### src/hdl/servo_defs.svh
/*
 * Widths, channel count, PWM tick divider and start ratio
 * Host register map and identification value
 */
`ifndef SERVO_DEFS_SVH
`define SERVO_DEFS_SVH

// Bus and datapath widths
`define SERVO_ADDR_W        6           // Host address width
`define SERVO_DATA_W        8           // Host data width
`define SERVO_RATIO_W       8           // PWM high time, ticks out of 256
`define SERVO_CHANNELS      4           // Arm servos

// Timing base
`define SERVO_TICK_DIV      4           // Clocks per PWM tick, small for sim
`define SERVO_START_RATIO   8'd5        // Where a ramped servo begins
`define SERVO_ID            8'hA5       // Read-only identification

// Register map
`define REG_CONTROL         6'd0        // Channel enables
`define REG_RAMP_MASK       6'd1        // Per-channel ramp select
`define REG_POS0            6'd2        // Base servo target
`define REG_POS1            6'd3        // Wrist servo target
`define REG_POS2            6'd4        // Centre servo target
`define REG_POS3            6'd5        // Grabber servo target
`define REG_STATUS          6'd6        // LED control bits
`define REG_FAULT           6'd7        // Synced faults, read only
`define REG_ID              6'd63       // ID value, read only

`endif
### src/hdl/servo_pkg.sv
/*
 * Shared vector types of the arm servo subsystem
 */
`include "servo_defs.svh"

package servo_pkg;

    ////////////////////////////////////////
    // Host bus
    ////////////////////////////////////////

    // Register address on the strobe bus
    typedef logic [`SERVO_ADDR_W-1:0]   addr_t;

    // Register read and write data
    typedef logic [`SERVO_DATA_W-1:0]   data_t;

    ////////////////////////////////////////
    // Servo datapath
    ////////////////////////////////////////

    // PWM high time in ticks, also the period count
    typedef logic [`SERVO_RATIO_W-1:0]  ratio_t;

    // One bit per servo channel
    typedef logic [`SERVO_CHANNELS-1:0] chan_mask_t;

endpackage

### src/hdl/servo_subsys_top.sv
/*
 * Arm servo subsystem top level
 * Register file feeding four ramp and PWM channel pairs
 */
`timescale 1ns/1ns
`include "servo_defs.svh"

module servo_subsys_top (
    input  logic                    clock,          // Main clock
    input  logic                    reset_n,        // Async reset, active low

    // Host register bus
    input  servo_pkg::addr_t        address,        // Read / write address
    input  logic                    write_en,       // Write strobe
    input  servo_pkg::data_t        wr_data,        // Write data
    input  logic                    read_en,        // Read strobe
    output servo_pkg::data_t        rd_data,        // Read data

    // Motors and servos
    input  servo_pkg::chan_mask_t   fault,          // Rotation-motor faults
    output servo_pkg::chan_mask_t   servo_pwm,      // Servo PWM waves

    // Status LEDs
    output logic                    status_fault,   // Fault seen
    output logic                    status_pi,      // Orange Pi connected
    output logic                    status_ps4,     // PS4 controller connected
    output logic                    status_debug    // General debug
);

    servo_pkg::chan_mask_t  chan_enable;                // Per-servo enable
    servo_pkg::chan_mask_t  ramp_mask;                  // Per-servo ramp select
    servo_pkg::chan_mask_t  period_start;               // Period wrap per channel
    servo_pkg::ratio_t      position [`SERVO_CHANNELS]; // Targets from host
    servo_pkg::ratio_t      ratio    [`SERVO_CHANNELS]; // Ramp to PWM

    ////////////////////////////////////////
    // Register file
    ////////////////////////////////////////
    servo_regs u_regs (
        .clock          (clock),
        .reset_n        (reset_n),
        .address        (address),
        .write_en       (write_en),
        .wr_data        (wr_data),
        .read_en        (read_en),
        .fault          (fault),
        .rd_data        (rd_data),
        .chan_enable    (chan_enable),
        .ramp_mask      (ramp_mask),
        .position0      (position[0]),              // Base
        .position1      (position[1]),              // Wrist
        .position2      (position[2]),              // Centre
        .position3      (position[3]),              // Grabber
        .status_fault   (status_fault),
        .status_pi      (status_pi),
        .status_ps4     (status_ps4),
        .status_debug   (status_debug)
    );

    ////////////////////////////////////////
    // Servo channels
    ////////////////////////////////////////
    for (genvar i = 0; i < `SERVO_CHANNELS; i++) begin : g_chan

        servo_ramp u_ramp (
            .clock          (clock),
            .reset_n        (reset_n),
            .enable         (chan_enable[i]),
            .ramp           (ramp_mask[i]),
            .target         (position[i]),
            .period_start   (period_start[i]),      // From this channel's PWM
            .ratio          (ratio[i])
        );

        servo_pwm u_pwm (
            .clock          (clock),
            .reset_n        (reset_n),
            .enable         (chan_enable[i]),
            .ratio          (ratio[i]),
            .period_start   (period_start[i]),
            .pwm            (servo_pwm[i])
        );

    end

endmodule

### src/hdl/servo_pwm.sv
/*
 * Tick prescaler, 8-bit period counter and registered PWM output
 */
`timescale 1ns/1ns
`include "servo_defs.svh"

module servo_pwm (
    input  logic                clock,          // Main clock
    input  logic                reset_n,        // Async reset, active low
    input  logic                enable,         // Channel enable
    input  servo_pkg::ratio_t   ratio,          // High time from the ramp
    output logic                period_start,   // Pulse at period wrap
    output logic                pwm             // Servo drive
);

    localparam int TICK_W = $clog2(`SERVO_TICK_DIV);
    localparam logic [TICK_W-1:0] TICK_LAST = TICK_W'(`SERVO_TICK_DIV - 1);

    logic [TICK_W-1:0]  tick_cnt;               // Prescaler
    logic               tick_last;              // Last clock of a tick
    servo_pkg::ratio_t  period_cnt;             // Ticks into the period
    servo_pkg::ratio_t  period_next;            // Count after this clock
    servo_pkg::ratio_t  ratio_lat;              // Ratio for this period
    servo_pkg::ratio_t  ratio_next;             // Ratio after this clock

    ////////////////////////////////////////
    // Prescaler and period counter
    ////////////////////////////////////////
    assign tick_last    = tick_cnt == TICK_LAST;
    assign period_start = tick_last && (period_cnt == '1);  // Counter wraps here

    always_ff @(posedge clock or negedge reset_n) begin
        if (!reset_n) begin
            tick_cnt <= '0;
        end else if (tick_last) begin
            tick_cnt <= '0;
        end else begin
            tick_cnt <= tick_cnt + 1'b1;
        end
    end

    // Free running so all channels stay aligned
    always_ff @(posedge clock or negedge reset_n) begin
        if (!reset_n) begin
            period_cnt <= '0;
        end else begin
            period_cnt <= period_next;
        end
    end

    assign period_next = tick_last ? period_cnt + 1'b1 : period_cnt;   // Wraps at 255

    ////////////////////////////////////////
    // Ratio latch
    ////////////////////////////////////////
    assign ratio_next = period_start ? ratio : ratio_lat;

    always_ff @(posedge clock or negedge reset_n) begin
        if (!reset_n) begin
            ratio_lat <= '0;
        end else begin
            ratio_lat <= ratio_next;            // Held for a whole period
        end
    end

    ////////////////////////////////////////
    // Output compare
    ////////////////////////////////////////
    // Compare on next-state values so the flop lines up with the count
    always_ff @(posedge clock or negedge reset_n) begin
        if (!reset_n) begin
            pwm <= 1'b0;
        end else begin
            pwm <= enable && (period_next < ratio_next);    // Low when disabled
        end
    end

endmodule

### src/hdl/servo_ramp.sv
/*
 * Per-channel ratio slew toward the target position
 */
`timescale 1ns/1ns
`include "servo_defs.svh"

module servo_ramp (
    input  logic                clock,          // Main clock
    input  logic                reset_n,        // Async reset, active low
    input  logic                enable,         // Channel enable
    input  logic                ramp,           // Slew instead of jump
    input  servo_pkg::ratio_t   target,         // Target position
    input  logic                period_start,   // One pulse per PWM period
    output servo_pkg::ratio_t   ratio           // Current high time to PWM
);

    servo_pkg::ratio_t  ratio_q;                // Current ratio
    servo_pkg::ratio_t  ratio_step;             // Ratio after one slew step
    logic               below;                  // Still under target
    logic               above;                  // Still over target

    ////////////////////////////////////////
    // Slew step
    ////////////////////////////////////////
    assign below = ratio_q < target;
    assign above = ratio_q > target;

    always_comb begin
        if (below) begin
            ratio_step = ratio_q + 1'b1;        // Climb one tick
        end else if (above) begin
            ratio_step = ratio_q - 1'b1;        // Drop one tick
        end else begin
            ratio_step = ratio_q;               // Arrived, hold
        end
    end

    ////////////////////////////////////////
    // Ratio register
    ////////////////////////////////////////
    // Only moves at a period boundary, so every pulse sees one value
    always_ff @(posedge clock or negedge reset_n) begin
        if (!reset_n) begin
            ratio_q <= `SERVO_START_RATIO;
        end else if (period_start) begin
            if (!enable) begin
                ratio_q <= `SERVO_START_RATIO;  // Park for next enable
            end else if (!ramp) begin
                ratio_q <= target;              // Direct servo
            end else begin
                ratio_q <= ratio_step;          // Ramped servo
            end
        end
    end

    assign ratio = ratio_q;

endmodule

### src/hdl/servo_regs.sv
/*
 * Host register file with address decode and read mux
 * Fault input synchronizer and status LED selection
 */
`timescale 1ns/1ns
`include "servo_defs.svh"

module servo_regs (
    input  logic                    clock,          // Main clock
    input  logic                    reset_n,        // Async reset, active low
    input  servo_pkg::addr_t        address,        // Read / write address
    input  logic                    write_en,       // Write strobe
    input  servo_pkg::data_t        wr_data,        // Write data
    input  logic                    read_en,        // Read strobe
    input  servo_pkg::chan_mask_t   fault,          // Raw rotation-motor faults
    output servo_pkg::data_t        rd_data,        // Read data, one cycle late
    output servo_pkg::chan_mask_t   chan_enable,    // Servo enables
    output servo_pkg::chan_mask_t   ramp_mask,      // Servo ramp select
    output servo_pkg::ratio_t       position0,      // Base target
    output servo_pkg::ratio_t       position1,      // Wrist target
    output servo_pkg::ratio_t       position2,      // Centre target
    output servo_pkg::ratio_t       position3,      // Grabber target
    output logic                    status_fault,   // Fault LED
    output logic                    status_pi,      // Orange Pi LED
    output logic                    status_ps4,     // PS4 LED
    output logic                    status_debug    // Debug LED
);

    servo_pkg::data_t       control_reg;                // Enables in low bits
    servo_pkg::data_t       ramp_reg;                   // Ramp select in low bits
    servo_pkg::data_t       pos_reg [`SERVO_CHANNELS];  // Target positions
    servo_pkg::data_t       status_reg;                 // LED control bits
    servo_pkg::chan_mask_t  fault_meta;                 // First sync stage
    servo_pkg::chan_mask_t  fault_sync;                 // Second sync stage
    servo_pkg::data_t       read_value;                 // Addressed value

    logic                   led_test;                   // LED test mode
    logic                   pi_led;                     // Pi connected
    logic                   ps4_led;                    // PS4 connected
    logic                   fault_led;                  // Fault LED in test mode
    logic                   motor_hot;                  // Debug LED in test mode

    ////////////////////////////////////////
    // Register writes
    ////////////////////////////////////////
    always_ff @(posedge clock or negedge reset_n) begin
        if (!reset_n) begin
            control_reg <= '0;
            ramp_reg    <= '0;
            status_reg  <= '0;
            for (int i = 0; i < `SERVO_CHANNELS; i++) begin
                pos_reg[i] <= '0;
            end
        end else if (write_en) begin
            case (address)
                `REG_CONTROL:   control_reg <= wr_data;
                `REG_RAMP_MASK: ramp_reg    <= wr_data;
                `REG_POS0:      pos_reg[0]  <= wr_data;
                `REG_POS1:      pos_reg[1]  <= wr_data;
                `REG_POS2:      pos_reg[2]  <= wr_data;
                `REG_POS3:      pos_reg[3]  <= wr_data;
                `REG_STATUS:    status_reg  <= wr_data;
                default: ;                                  // Read-only or unmapped
            endcase
        end
    end

    ////////////////////////////////////////
    // Fault synchronizer
    ////////////////////////////////////////
    always_ff @(posedge clock or negedge reset_n) begin
        if (!reset_n) begin
            fault_meta <= '0;
            fault_sync <= '0;
        end else begin
            fault_meta <= fault;                            // May go metastable
            fault_sync <= fault_meta;                       // Safe to use
        end
    end

    ////////////////////////////////////////
    // Read path
    ////////////////////////////////////////
    always_comb begin
        case (address)
            `REG_CONTROL:   read_value = control_reg;
            `REG_RAMP_MASK: read_value = ramp_reg;
            `REG_POS0:      read_value = pos_reg[0];
            `REG_POS1:      read_value = pos_reg[1];
            `REG_POS2:      read_value = pos_reg[2];
            `REG_POS3:      read_value = pos_reg[3];
            `REG_STATUS:    read_value = status_reg;
            `REG_FAULT:     read_value = servo_pkg::data_t'(fault_sync);  // Zero extended
            `REG_ID:        read_value = `SERVO_ID;
            default:        read_value = '0;                // Unmapped reads zero
        endcase
    end

    // Data is valid only in the cycle after the strobe
    always_ff @(posedge clock or negedge reset_n) begin
        if (!reset_n) begin
            rd_data <= '0;
        end else begin
            rd_data <= read_en ? read_value : '0;
        end
    end

    ////////////////////////////////////////
    // Channel controls
    ////////////////////////////////////////
    assign chan_enable = control_reg[`SERVO_CHANNELS-1:0];  // One enable per servo
    assign ramp_mask   = ramp_reg[`SERVO_CHANNELS-1:0];     // One ramp bit per servo
    assign position0   = pos_reg[0];
    assign position1   = pos_reg[1];
    assign position2   = pos_reg[2];
    assign position3   = pos_reg[3];

    ////////////////////////////////////////
    // Status LEDs
    ////////////////////////////////////////
    assign led_test  = status_reg[0];                       // Overrides all LEDs
    assign pi_led    = status_reg[1];
    assign ps4_led   = status_reg[2];
    assign fault_led = status_reg[3];
    assign motor_hot = status_reg[4];

    assign status_fault = led_test ? fault_led : |fault_sync;   // Any motor fault
    assign status_pi    = led_test ? 1'b1      : pi_led;
    assign status_ps4   = led_test ? 1'b1      : ps4_led;
    assign status_debug = led_test ? motor_hot : 1'b1;          // Alive indicator

endmodule

### config.mk
export PLATFORM = sky130hd
export DESIGN_NAME = servo_subsys_top
export DESIGN_NICKNAME = d
export VERILOG_FILES = /design/src/hdl/servo_pkg.sv /design/src/hdl/servo_subsys_top.sv /design/src/hdl/servo_pwm.sv /design/src/hdl/servo_ramp.sv /design/src/hdl/servo_regs.sv
export VERILOG_INCLUDE_DIRS = /design/src /design/src/hdl
export SDC_FILE = /design/constraint.sdc
export NUM_CORES = 1
export LEC_CHECK = 0
export BUFFER_PORTS_ARGS = -buffer_cell sky130_fd_sc_hd__buf_2
export CAP_MARGIN = 10
export CORE_MARGIN = 5
export CORE_UTILIZATION = 55
export DETAILED_ROUTE_END_ITERATION = 8
export GPL_ROUTABILITY_DRIVEN = 0
export PLACE_DENSITY_LB_ADDON = 0.1
export SETUP_SLACK_MARGIN = 0.4
export SYNTH_ARGS = -nofsm -noshare
export SYNTH_HDL_FRONTEND = slang
export SYNTH_HIERARCHICAL = 1
export SYNTH_SLANG_ARGS = --single-unit
### constraint.sdc
create_clock -name clock -period 8.7 [get_ports clock]
set_input_delay 0.87 -clock clock [delete_from_list [all_inputs] [get_ports clock]]
set_output_delay 0.87 -clock clock [all_outputs]
set_load 0.02 [all_outputs]
; ---- Yosys cells after proc, flatten, opt, wreduce, memory -nomap -nowiden
; Cells that the tools add are included.
[classes]
eq_ne = 20
reduce_logical = 21
div_mod_pow = 0
n_mul = 0
muxes = 34
bitwise = 0
add_sub_neg = 16
n_lt_le_gt_ge = 12
n_shift = 0
[op_table]
columns = op, count
row1 = 2-to-1 mux 8 bit, 25
row2 = case mux 8 bit (9 select lines), 1
row3 = "adder 8 x 1 -> 8 bit, second input constant", 8
row4 = < comparator 8 bit, 8
row5 = "== test 8 bit, second input constant", 4
row6 = > comparator 8 bit, 4
row7 = "subtractor 8 x 1 -> 8 bit, second input constant", 4
row8 = "== test 6 x 3 -> 1 bit, second input constant", 4
row9 = AND reduction 2 bit, 11
row10 = "!= test 4 x 2 -> 1 bit, second input constant", 4
row11 = "== test 6 x 2 -> 1 bit, second input constant", 2
row12 = "adder 2 x 1 -> 2 bit, second input constant", 4
row13 = "== test 2 bit, second input constant", 4
row14 = logical AND 1 bit, 8
row15 = 2-to-1 mux 2 bit, 4
row16 = "== test 6 x 1 -> 1 bit, second input constant", 1
row17 = "== test 6 bit, second input constant", 1
row18 = zero test 6 bit, 1
row19 = 2-to-1 mux 1 bit, 4
row20 = OR reduction 4 bit, 1
[totals]
ramBits = 0
wordCells = 133
mem_count = 0
input_bits = 22
output_inout_bits = 16
rom_bits = 0
register_bits = 180
latchBits = 0

; ---- Depth between registers and ports, before layout
; Gate-level depths: netlist of the first run.
[depth]
ltp_word = 5
mapped_depth = 13
depth_no_buf = 13

; ---- Cells and area by module
; The synthesis of the first run kept the hierarchy.
[by_module_without_submodules]
columns = mod, cells_per_inst, area_each_um2, instances
row1 = servo_pwm, 80, 955.9, 4
row2 = servo_regs, 230, 3176.8, 1
row3 = servo_ramp at g_chan[0].u_ramp ..., 111, 950.9, 3
row4 = servo_ramp at g_chan[1].u_ramp, 111, 932.1, 1

; ---- Least setup slack after synthesis of the first run
; Ideal clock, no wire load.
[synth_timing]
kind = register to register
startpoint = register g_chan[1].u_ramp.ratio_q[1]
endpoint = register g_chan[1].u_ramp.ratio_q[5]
path_slack_ns = 5.870
synth_period_minus_slack_ns = 2.830
path_buffers = 0
setup_time_ns = 0.120
path_stages_with_launch = 13
t_arrival_ns = 2.711
required_ns = 8.580
cell_sequence = dfrtp_1 -> ha_1 -> nor2b_1 -> o211a_1 -> o21ai_0 -> nand2b_1 -> ha_1 -> a21oi_1 -> o21ai_0 -> a21oi_1 -> xor2_1 -> mux2i_1 -> a31o_1
[synth_between]
elab_chain_cells = 5
word_cells_on_any_way = 10
cone_classes = add/sub (2) / order compare (2) / eq/ne (1) / mux (4) / reduce/logical (1)
[synth_rtl]
columns = item, line_no
row1 = from (decl), servo_ramp.sv:17  ; servo_pkg::ratio_t ratio_q;
row2 = from (signal assigned), servo_ramp.sv:44  ; ratio_q <= `SERVO_START_RATIO;
row3 = from (signal assigned), servo_ramp.sv:47  ; ratio_q <= `SERVO_START_RATIO;
row4 = from (signal assigned), servo_ramp.sv:49  ; ratio_q <= target;
row5 = subtractor 8 x 1 -> 8 bit, servo_ramp.sv:32  ; ratio_step = ratio_q - 1'b1;
row6 = 2-to-1 mux 8 bit, servo_ramp.sv:31  ; end else if (above) begin
row7 = 2-to-1 mux 8 bit, servo_ramp.sv:29  ; if (below) begin
row8 = 2-to-1 mux 8 bit, servo_ramp.sv:48  ; end else if (!ramp) begin
row9 = 2-to-1 mux 8 bit, servo_ramp.sv:46  ; if (!enable) begin
; Parallel ways exist; a longest one is shown, timed or not. The select of a mux whose other input is x is not followed.
; A chain may end at the register's enable or synchronous reset.

; ---- Final worst setup path of the first run
; Ends and elaborated chain as after synthesis.

==> results.json, run 1 <==
{
  "die_h_um": 150,
  "insertedDiodeCount": 0,
  "ys_seq_area_share_pct": 41.9,
  "synth_nets": 1116,
  "rsz0062_at_grt": "false",
  "overflow": 0,
  "cts_resized": 0,
  "start_kind": "flip-flop",
  "clkSinkCount": 180,
  "finalPower_uw": 1960,
  "min_period_ns": 3.23,
  "setup.worst_path.end_class": "flip-flop",
  "cts-root-buf": "clkbuf_16",
  "grt_pass1_wl_mm": 37.6,
  "async_flop_share_pct": 100,
  "cp_max_fo": 8,
  "dr.first_iter.drc_count": 509,
  "fill_cells": 1675,
  "netlist_instances": 994,
  "run_status": "finished, final reports clean",
  "antenna_found_initial": 0,
  "synth_area_um2": 10800,
  "cap_violations": 0,
  "ys_types": 64,
  "layout.nets": 1141,
  "portBuffers": 37,
  "sw_frac_of_total_pct": 29.7,
  "avgSynthCellArea_um2": 10.9,
  "route.detailed.drc": 0,
  "p_sw_uw": 582,
  "grt_max_degree": 111,
  "worst_path_largest_cell_delay_ns": 0.44,
  "slowest_stage": "dfrtp_1",
  "grt_pass1_vias": 7235,
  "core-area_um2": 19400,
  "slew_headroom_pct": 39.2,
  "post-route-period-util_pct": 37.2,
  "pre_cts_slack_ns": 5.49,
  "drv_slew": 0,
  "area_delta_synth_final_pct": 7.34,
  "p_int_uw": 1370,
  "wirelength_mm": 22.3,
  "hold_class": "flip-flop to flip-flop",
  "postCtsSetupRepairBufs": 0,
  "final.setup.tns_ns": 0,
  "combPwrFrac_pct": 15.7,
  "rows": 51,
  "cp.arrival_ns": 3.55,
  "setup_viol": 0,
  "max_freq_mhz": 309,
  "viasPerCell": 5.55,
  "crit_family": "compound AO/OA/AOI/OAI gates",
  "start_util_pct": 55.6,
  "cts_max_level": 4,
  "cp.required_ns": 9.02,
  "ys_ff_latch": 180,
  "p_leak_uw": 0.00566,
  "wl_per_cell_um": 17.2,
  "fin_cells": 1297,
  "ir_drop_v": 0.000144,
  "postCtsHoldBufs": 0,
  "clkPwrFrac_pct": 37.0,
  "p_per_area_nw_per_um2": 169,
  "yosys-top-cells-area": "dfrtp_1, ha_1, mux2_2",
  "worst_clock_skew_ns": 0.0150,
  "route.vias.total": 7204,
  "cts_tree": "yes",
  "tightest_slew_ns": 0.913,
  "critPathBufInv": 0,
  "yosysMostFrequentCell": "dfrtp_1",
  "groute.usage.overall_pct": 21.2,
  "hold_viol": 0,
  "finalWorstSetupSlack_ns": 5.47,
  "clk_pin_slew_ns": 0.07,
  "drive_gt1_share_pct": 18.6,
  "die_w_um": 150,
  "netlist.area_leader.share_pct": 39.9,
  "clock_latency_ns": 0.43,
  "clock_path_buffers": 2,
  "dr.pass1.iters": 5,
  "synthFlopType": "dfrtp_1",
  "drtAntennaViolNets": 0,
  "synthTopCellsByCount": "dfrtp_1, inv_1, ha_1",
  "cts_buffers": 17,
  "synth-edff-count": 0,
  "dieArea_um2": 22500,
  "pin_count": 38,
  "synth_area_leader_cell": "dfrtp_1",
  "dp_hpwl_mm": 16.3,
  "crit_type": "flip-flop to flip-flop",
  "yosys_warnings": 6,
  "placedCellCount": 1265,
  "p_seq_share_pct": 47.2,
  "worstPathCellList": "ha_1, nor2b_1, o211a_1, o21ai_0, nand2b_1, ha_1, a21oi_1, o21ai_0, a21oi_1, xor2_1, mux2i_1, a31o_1"
}
## power by group through the flow
stage          registers, µW  clock network [µW]  logic (µW)
5_1_grt                  930                 778         351
2_1_floorplan            909                   0         250
6_report                 924                 724         308
4_1_cts                  925                 741         309
3_3_place_gp             940                   0         302
3_5_place_dp             941                   0         307
## metrics by stage
step                cell area, µm²  util, %  hold WS, ns
floorplan                    10800        -        0.331
global placement             11000     56.9        0.333
detailed placement           11000     56.9        0.335
CTS                          11600     59.7        0.350
global route                 11600     59.7        0.358
finish                       11600     59.7        0.349
## final cells by class
cell class	count	area (µm²)	area share, %
multi-input cells	681	5600	48.4
clock inverters	15	123	1.06
flip-flops and latches	180	4510	39.0
inverters	101	379	3.27
clock buffers	17	425	3.67
well taps	265	332	2.86
repair buffers	38	201	1.74
## worst register-to-register path, stage by stage (launching register included)
cell and delay (ns):
dfrtp_1 0.44, ha_1 0.33, nor2b_1 0.13, o211a_1 0.24, o21ai_0 0.30, nand2b_1 0.30, ha_1 0.37, a21oi_1 0.20
o21ai_0 0.15, a21oi_1 0.19, xor2_1 0.16, mux2i_1 0.09, a31o_1 0.24
## placed cells by master (no fill, tap or decap), types with 10 or more instances in the layout
cell,instances
o22ai_1,12
o21bai_1,12
inv_1,101
nand3_1,31
mux2i_1,52
and3_1,14
o21ai_0,27
ha_1,96
nand4_1,20
nand2_1,39
a21oi_1,45
xnor2_1,28
xor2_1,20
nor2b_1,10
mux2_2,70
a31oi_1,12
nand2_2,13
dfrtp_1,172
nor2_1,42
buf_2,36
clkbuf_16,17
## kinds of logic after synthesis
family                   after synthesis  share of synthesized area [%]
AO/OA/AOI/OAI                        185                           11.7
multiplexers                         124                           12.3
XOR/XNOR                              48                           3.90
AND/OR/NAND/NOR                      224                           12.1
adder cells (fa/ha/maj)              100                           11.9
buffers and inverters                133                           6.19
flip-flops                           180                           41.9
## per-layer routing
layer	share of wire, %	vias to the layer above	GRT usage [%]
met5	0	-	0
met4	1.4	0	5.63
met3	4.0	22	4.27
met2	45	130	32.3
met1	49	3443	31.1
li1	-	3609	-
## final timing paths
kind                                                       start                                      end  slack (ns)  cells past startpoint
max                        g_chan[1].u_ramp/ratio[1]$_DFFE_PN0P_    g_chan[1].u_ramp/ratio[5]$_DFFE_PN0P_        5.47                     12
min                               u_regs/fault_meta[0]$_DFF_PN0_           u_regs/fault_sync[0]$_DFF_PN0_        0.35                      0
max reg2reg                g_chan[1].u_ramp/ratio[1]$_DFFE_PN0P_    g_chan[1].u_ramp/ratio[5]$_DFFE_PN0P_        5.47                     12
min reg2reg                       u_regs/fault_meta[0]$_DFF_PN0_           u_regs/fault_sync[0]$_DFF_PN0_        0.35                      0
max in group asynchronous                                reset_n   g_chan[3].u_pwm/ratio_lat[5]$_DFF_PN0_        6.79                      2
min in group asynchronous                                reset_n  g_chan[2].u_pwm/period_cnt[4]$_DFF_PN0_        0.50                      1
(Power assumes the default switching activity.)
==> inputs of run 2 (changes only) <==
--- a/config.mk
+++ b/config.mk
@@ -6,6 +6,7 @@
 export SDC_FILE = /design/constraint.sdc
 export NUM_CORES = 1
 export LEC_CHECK = 0
+export ABC_AREA = 1
 export BUFFER_PORTS_ARGS = -buffer_cell sky130_fd_sc_hd__buf_2
 export CAP_MARGIN = 10
 export CORE_MARGIN = 5
==> constraint.sdc (replaced) <==
create_clock -name clock -period 3.3 [get_ports clock]
set_input_delay 0.33 -clock clock [delete_from_list [all_inputs] [get_ports clock]]
set_output_delay 0.33 -clock clock [all_outputs]
set_load 0.02 [all_outputs]
==> run 2 against run 1 <==
Compared with the run above:
- synthesized area increased by 7.8%
- the run now ends with hold timing left
- critical path type unchanged
- critical endpoint is now g_chan[3].u_ramp/ratio[3]$_DFFE_PN0P_
- combinational power rose to 3.0 times the previous value
- clock power increased to 2.8 times the previous value
- highest routed layer unchanged
- count of clock-buffer cells in the layout is 3 higher
- via count up 22%
- worst setup slack lost 4.8 ns
==> results.json, run 2 <==
{
  "hold_ws_ns": -0.0425,
  "p_seq_share_pct": 45.0,
  "worst_path_largest_cell_delay_ns": 0.59,
  "synthFlopType": "dfrtp_1",
  "cp.required_ns": 3.61,
  "setup.worst_path.end_class": "flip-flop",
  "ys_types": 37,
  "netlist_instances": 1381,
  "ys_seq_area_share_pct": 38.8,
  "synth_area_leader_cell": "dfrtp_1",
  "p_leak_uw": 0.00653,
  "worstPathCellList": "inv_1, ha_1, inv_1, nand2_1, nand2_1, nand2_1, nand2_1, nand2_1, nand2_2, ha_1, nand2_1, nand3_1, xor2_1, o21ai_0, o21ai_1",
  "drv_slew": 0,
  "sw_frac_of_total_pct": 29.6,
  "combPwrFrac_pct": 17.3,
  "clock_latency_ns": 0.43,
  "clk_pin_slew_ns": 0.07,
  "grt_max_degree": 99,
  "start_util_pct": 55.7,
  "critical_path.most_common_cell": "nand2_1",
  "layout.nets": 1542,
  "final_area_um2": 12600,
  "final.setup.tns_ns": 0,
  "cts-root-buf": "clkbuf_16",
  "groute.usage.overall_pct": 22.1,
  "start_kind": "flip-flop",
  "violations": "hold timing",
  "synth_nets": 1503,
  "final_cell_mix": "nand2_1, inv_1, dfrtp_1, ha_1, nand3_1",
  "regArea_um2": 4510,
  "worst_clock_skew_ns": 0.0115,
  "grt_pass1_wl_mm": 43.4,
  "cp_max_fo": 11,
  "hold_viol": 26,
  "dr.first_iter.drc_count": 522,
  "route.vias.total": 8776,
  "die_w_um": 155,
  "finalPower_uw": 5390,
  "tightest_slew_ns": 0.804,
  "cts_max_level": 4,
  "setup_viol": 0,
  "antenna_found_initial": 1,
  "multiInputGateArea_um2": 6090,
  "overflow": 0,
  "clkSinkCount": 180,
  "utilization_pct": 60.4,
  "run_status": "complete, but fails checks",
  "dpl_cell_area_um2": 12000,
  "wl_per_cell_um": 14.7,
  "hold_class": "input pin to asynchronous set/reset pin",
  "core-area_um2": 20900,
  "dieArea_um2": 24100,
  "area_delta_synth_final_pct": 8.48,
  "dp_hpwl_mm": 19.1,
  "yosysMostFrequentCell": "nand2_1",
  "avgSynthCellArea_um2": 8.42,
  "clock_path_buffers": 2,
  "fill_cells": 1868,
  "p_sw_uw": 1600,
  "wirelength_mm": 25.0,
  "route.detailed.drc": 0,
  "yosys_warnings": 6,
  "rsz0062_at_grt": "false",
  "cp.arrival_ns": 2.99,
  "drive_gt1_share_pct": 20.9,
  "dr.pass1.iters": 6,
  "post-route-period-util_pct": 81.2,
  "final_common_cell": "nand2_1",
  "cts_buffers": 17,
  "ir_drop_v": 0.000402,
  "synth_area_um2": 11600,
  "max_freq_mhz": 373,
  "portBuffers": 37,
  "drtAntennaViolNets": 0,
  "viasPerCell": 5.14,
  "clkPwrFrac_pct": 37.7,
  "slew_headroom_pct": 46.4,
  "crit_type": "flip-flop to flip-flop",
  "cap_violations": 0,
  "async_flop_share_pct": 100,
  "p_per_area_nw_per_um2": 427,
  "grt_pass1_vias": 8790,
  "pin_count": 38,
  "cts_tree": "yes",
  "synth-edff-count": 0,
  "p_int_uw": 3790,
  "synthTopCellsByCount": "nand2_1, inv_1, dfrtp_1",
  "min_period_ns": 2.68,
  "die_h_um": 155,
  "slowest_stage": "dfstp_2",
  "ys_ff_latch": 180,
  "yosys-top-cells-area": "dfrtp_1, nand2_1, ha_1",
  "netlist.area_leader.share_pct": 37.0,
  "rows": 53
}
[run 2: cell types whose count changed after synthesis, sizes merged, moves of 16 or more]
cell | previous run | this run
nand2 | 57 | 395
o21ai | 35 | 133
inv | 101 | 196
mux2 | 72 | 0
nand3 | 31 | 102
mux2i | 52 | 0
nor2 | 42 | 93
or2 | 2 | 26
and3 | 18 | 0
xnor2 | 28 | 12
[run 2: worst paths after layout]
check | start | endpoint | slack (ns) | cells after the start
max in group asynchronous | reset_n | g_chan[3].u_ramp/ratio[0]$_DFFE_PN1P_ | 2.51 | 2
min | reset_n | g_chan[1].u_pwm/pwm$_DFF_PN0_ | -0.04 | 1
max reg2reg | g_chan[3].u_ramp/ratio[0]$_DFFE_PN1P_ | g_chan[3].u_ramp/ratio[3]$_DFFE_PN0P_ | 0.62 | 15
max | g_chan[3].u_ramp/ratio[0]$_DFFE_PN1P_ | g_chan[3].u_ramp/ratio[3]$_DFFE_PN0P_ | 0.62 | 15
min reg2reg | u_regs/fault_meta[0]$_DFF_PN0_ | u_regs/fault_sync[0]$_DFF_PN0_ | 0.35 | 0
min in group clock | fault[1] | u_regs/fault_meta[1]$_DFF_PN0_ | 0.02 | 1
[run 2: routing by layer]
layer / vias up / share of wire (%) / track usage, %
met4: 0 / 1.7 / 5.92
li1: 4528 / - / -
met2: 142 / 47 / 36.0
met5: - / 0 / 0
met3: 29 / 3.6 / 3.87
met1: 4077 / 48 / 30.8
[run 2: cell type report]
type / instances / area share, %
timing repair buffer: 43 / 2.05
sequential: 180 / 35.8
tap: 275 / 2.73
inverter: 200 / 6.43
clock inverter: 10 / 0.982
antenna: 1 / 0.0198
clock buffer: 20 / 3.70
multi-input combinational: 978 / 48.3
[run 2: cells by family (layout without fill, tap and decap cells)]
kind of cell             count (synthesis)  count (layout)  share of synthesized area (%)
XOR/XNOR                                28              28                           2.11
flip-flops                             180             180                           38.8
adder cells (fa/ha/maj)                100             100                           11.0
AND/OR/NAND/NOR                        651             651                           27.7
other                                    0               1                              0
buffers and inverters                  223             273                           8.86
AO/OA/AOI/OAI                          199             199                           11.5
[run 2: metrics by stage]
step | std cells | setup slack (ns) | hold WS [ns]
2_1_floorplan | 1381 | 0.962 | 0.0344
4_1_cts | 1704 | 0.555 | 0.00528
6_report | 1707 | 0.622 | -0.0425
3_5_place_dp | 1673 | 0.573 | 0.337
3_3_place_gp | 1673 | 0.646 | 0.334
5_1_grt | 1707 | 0.401 | 0.00263
[run 2: power by group through the flow]
stage | clock, µW | sequential [µW] | combinational [µW]
floorplan | 0 | 2400 | 727
global placement | 0 | 2460 | 897
detailed placement | 0 | 2470 | 918
CTS | 2090 | 2420 | 928
global route | 2190 | 2440 | 1070
finish | 2030 | 2420 | 932
[run 2: repair_timing]
item                                    CTS  global route
hold buffers                              1             2
endpoints found under the hold margin     1             2
setup buffers                             0             0
endpoints found under the setup margin    0             3
gates resized for setup                   0             2
[run 2: critical path, delay by kind of cell (launching register included)]
kind	cells	cell delay, ns
flops	1	0.59
fa+ha+maj	2	0.56
simple gates	8	0.81
buf+inv	2	0.14
xor+xnor	1	0.19
compound gates	2	0.28
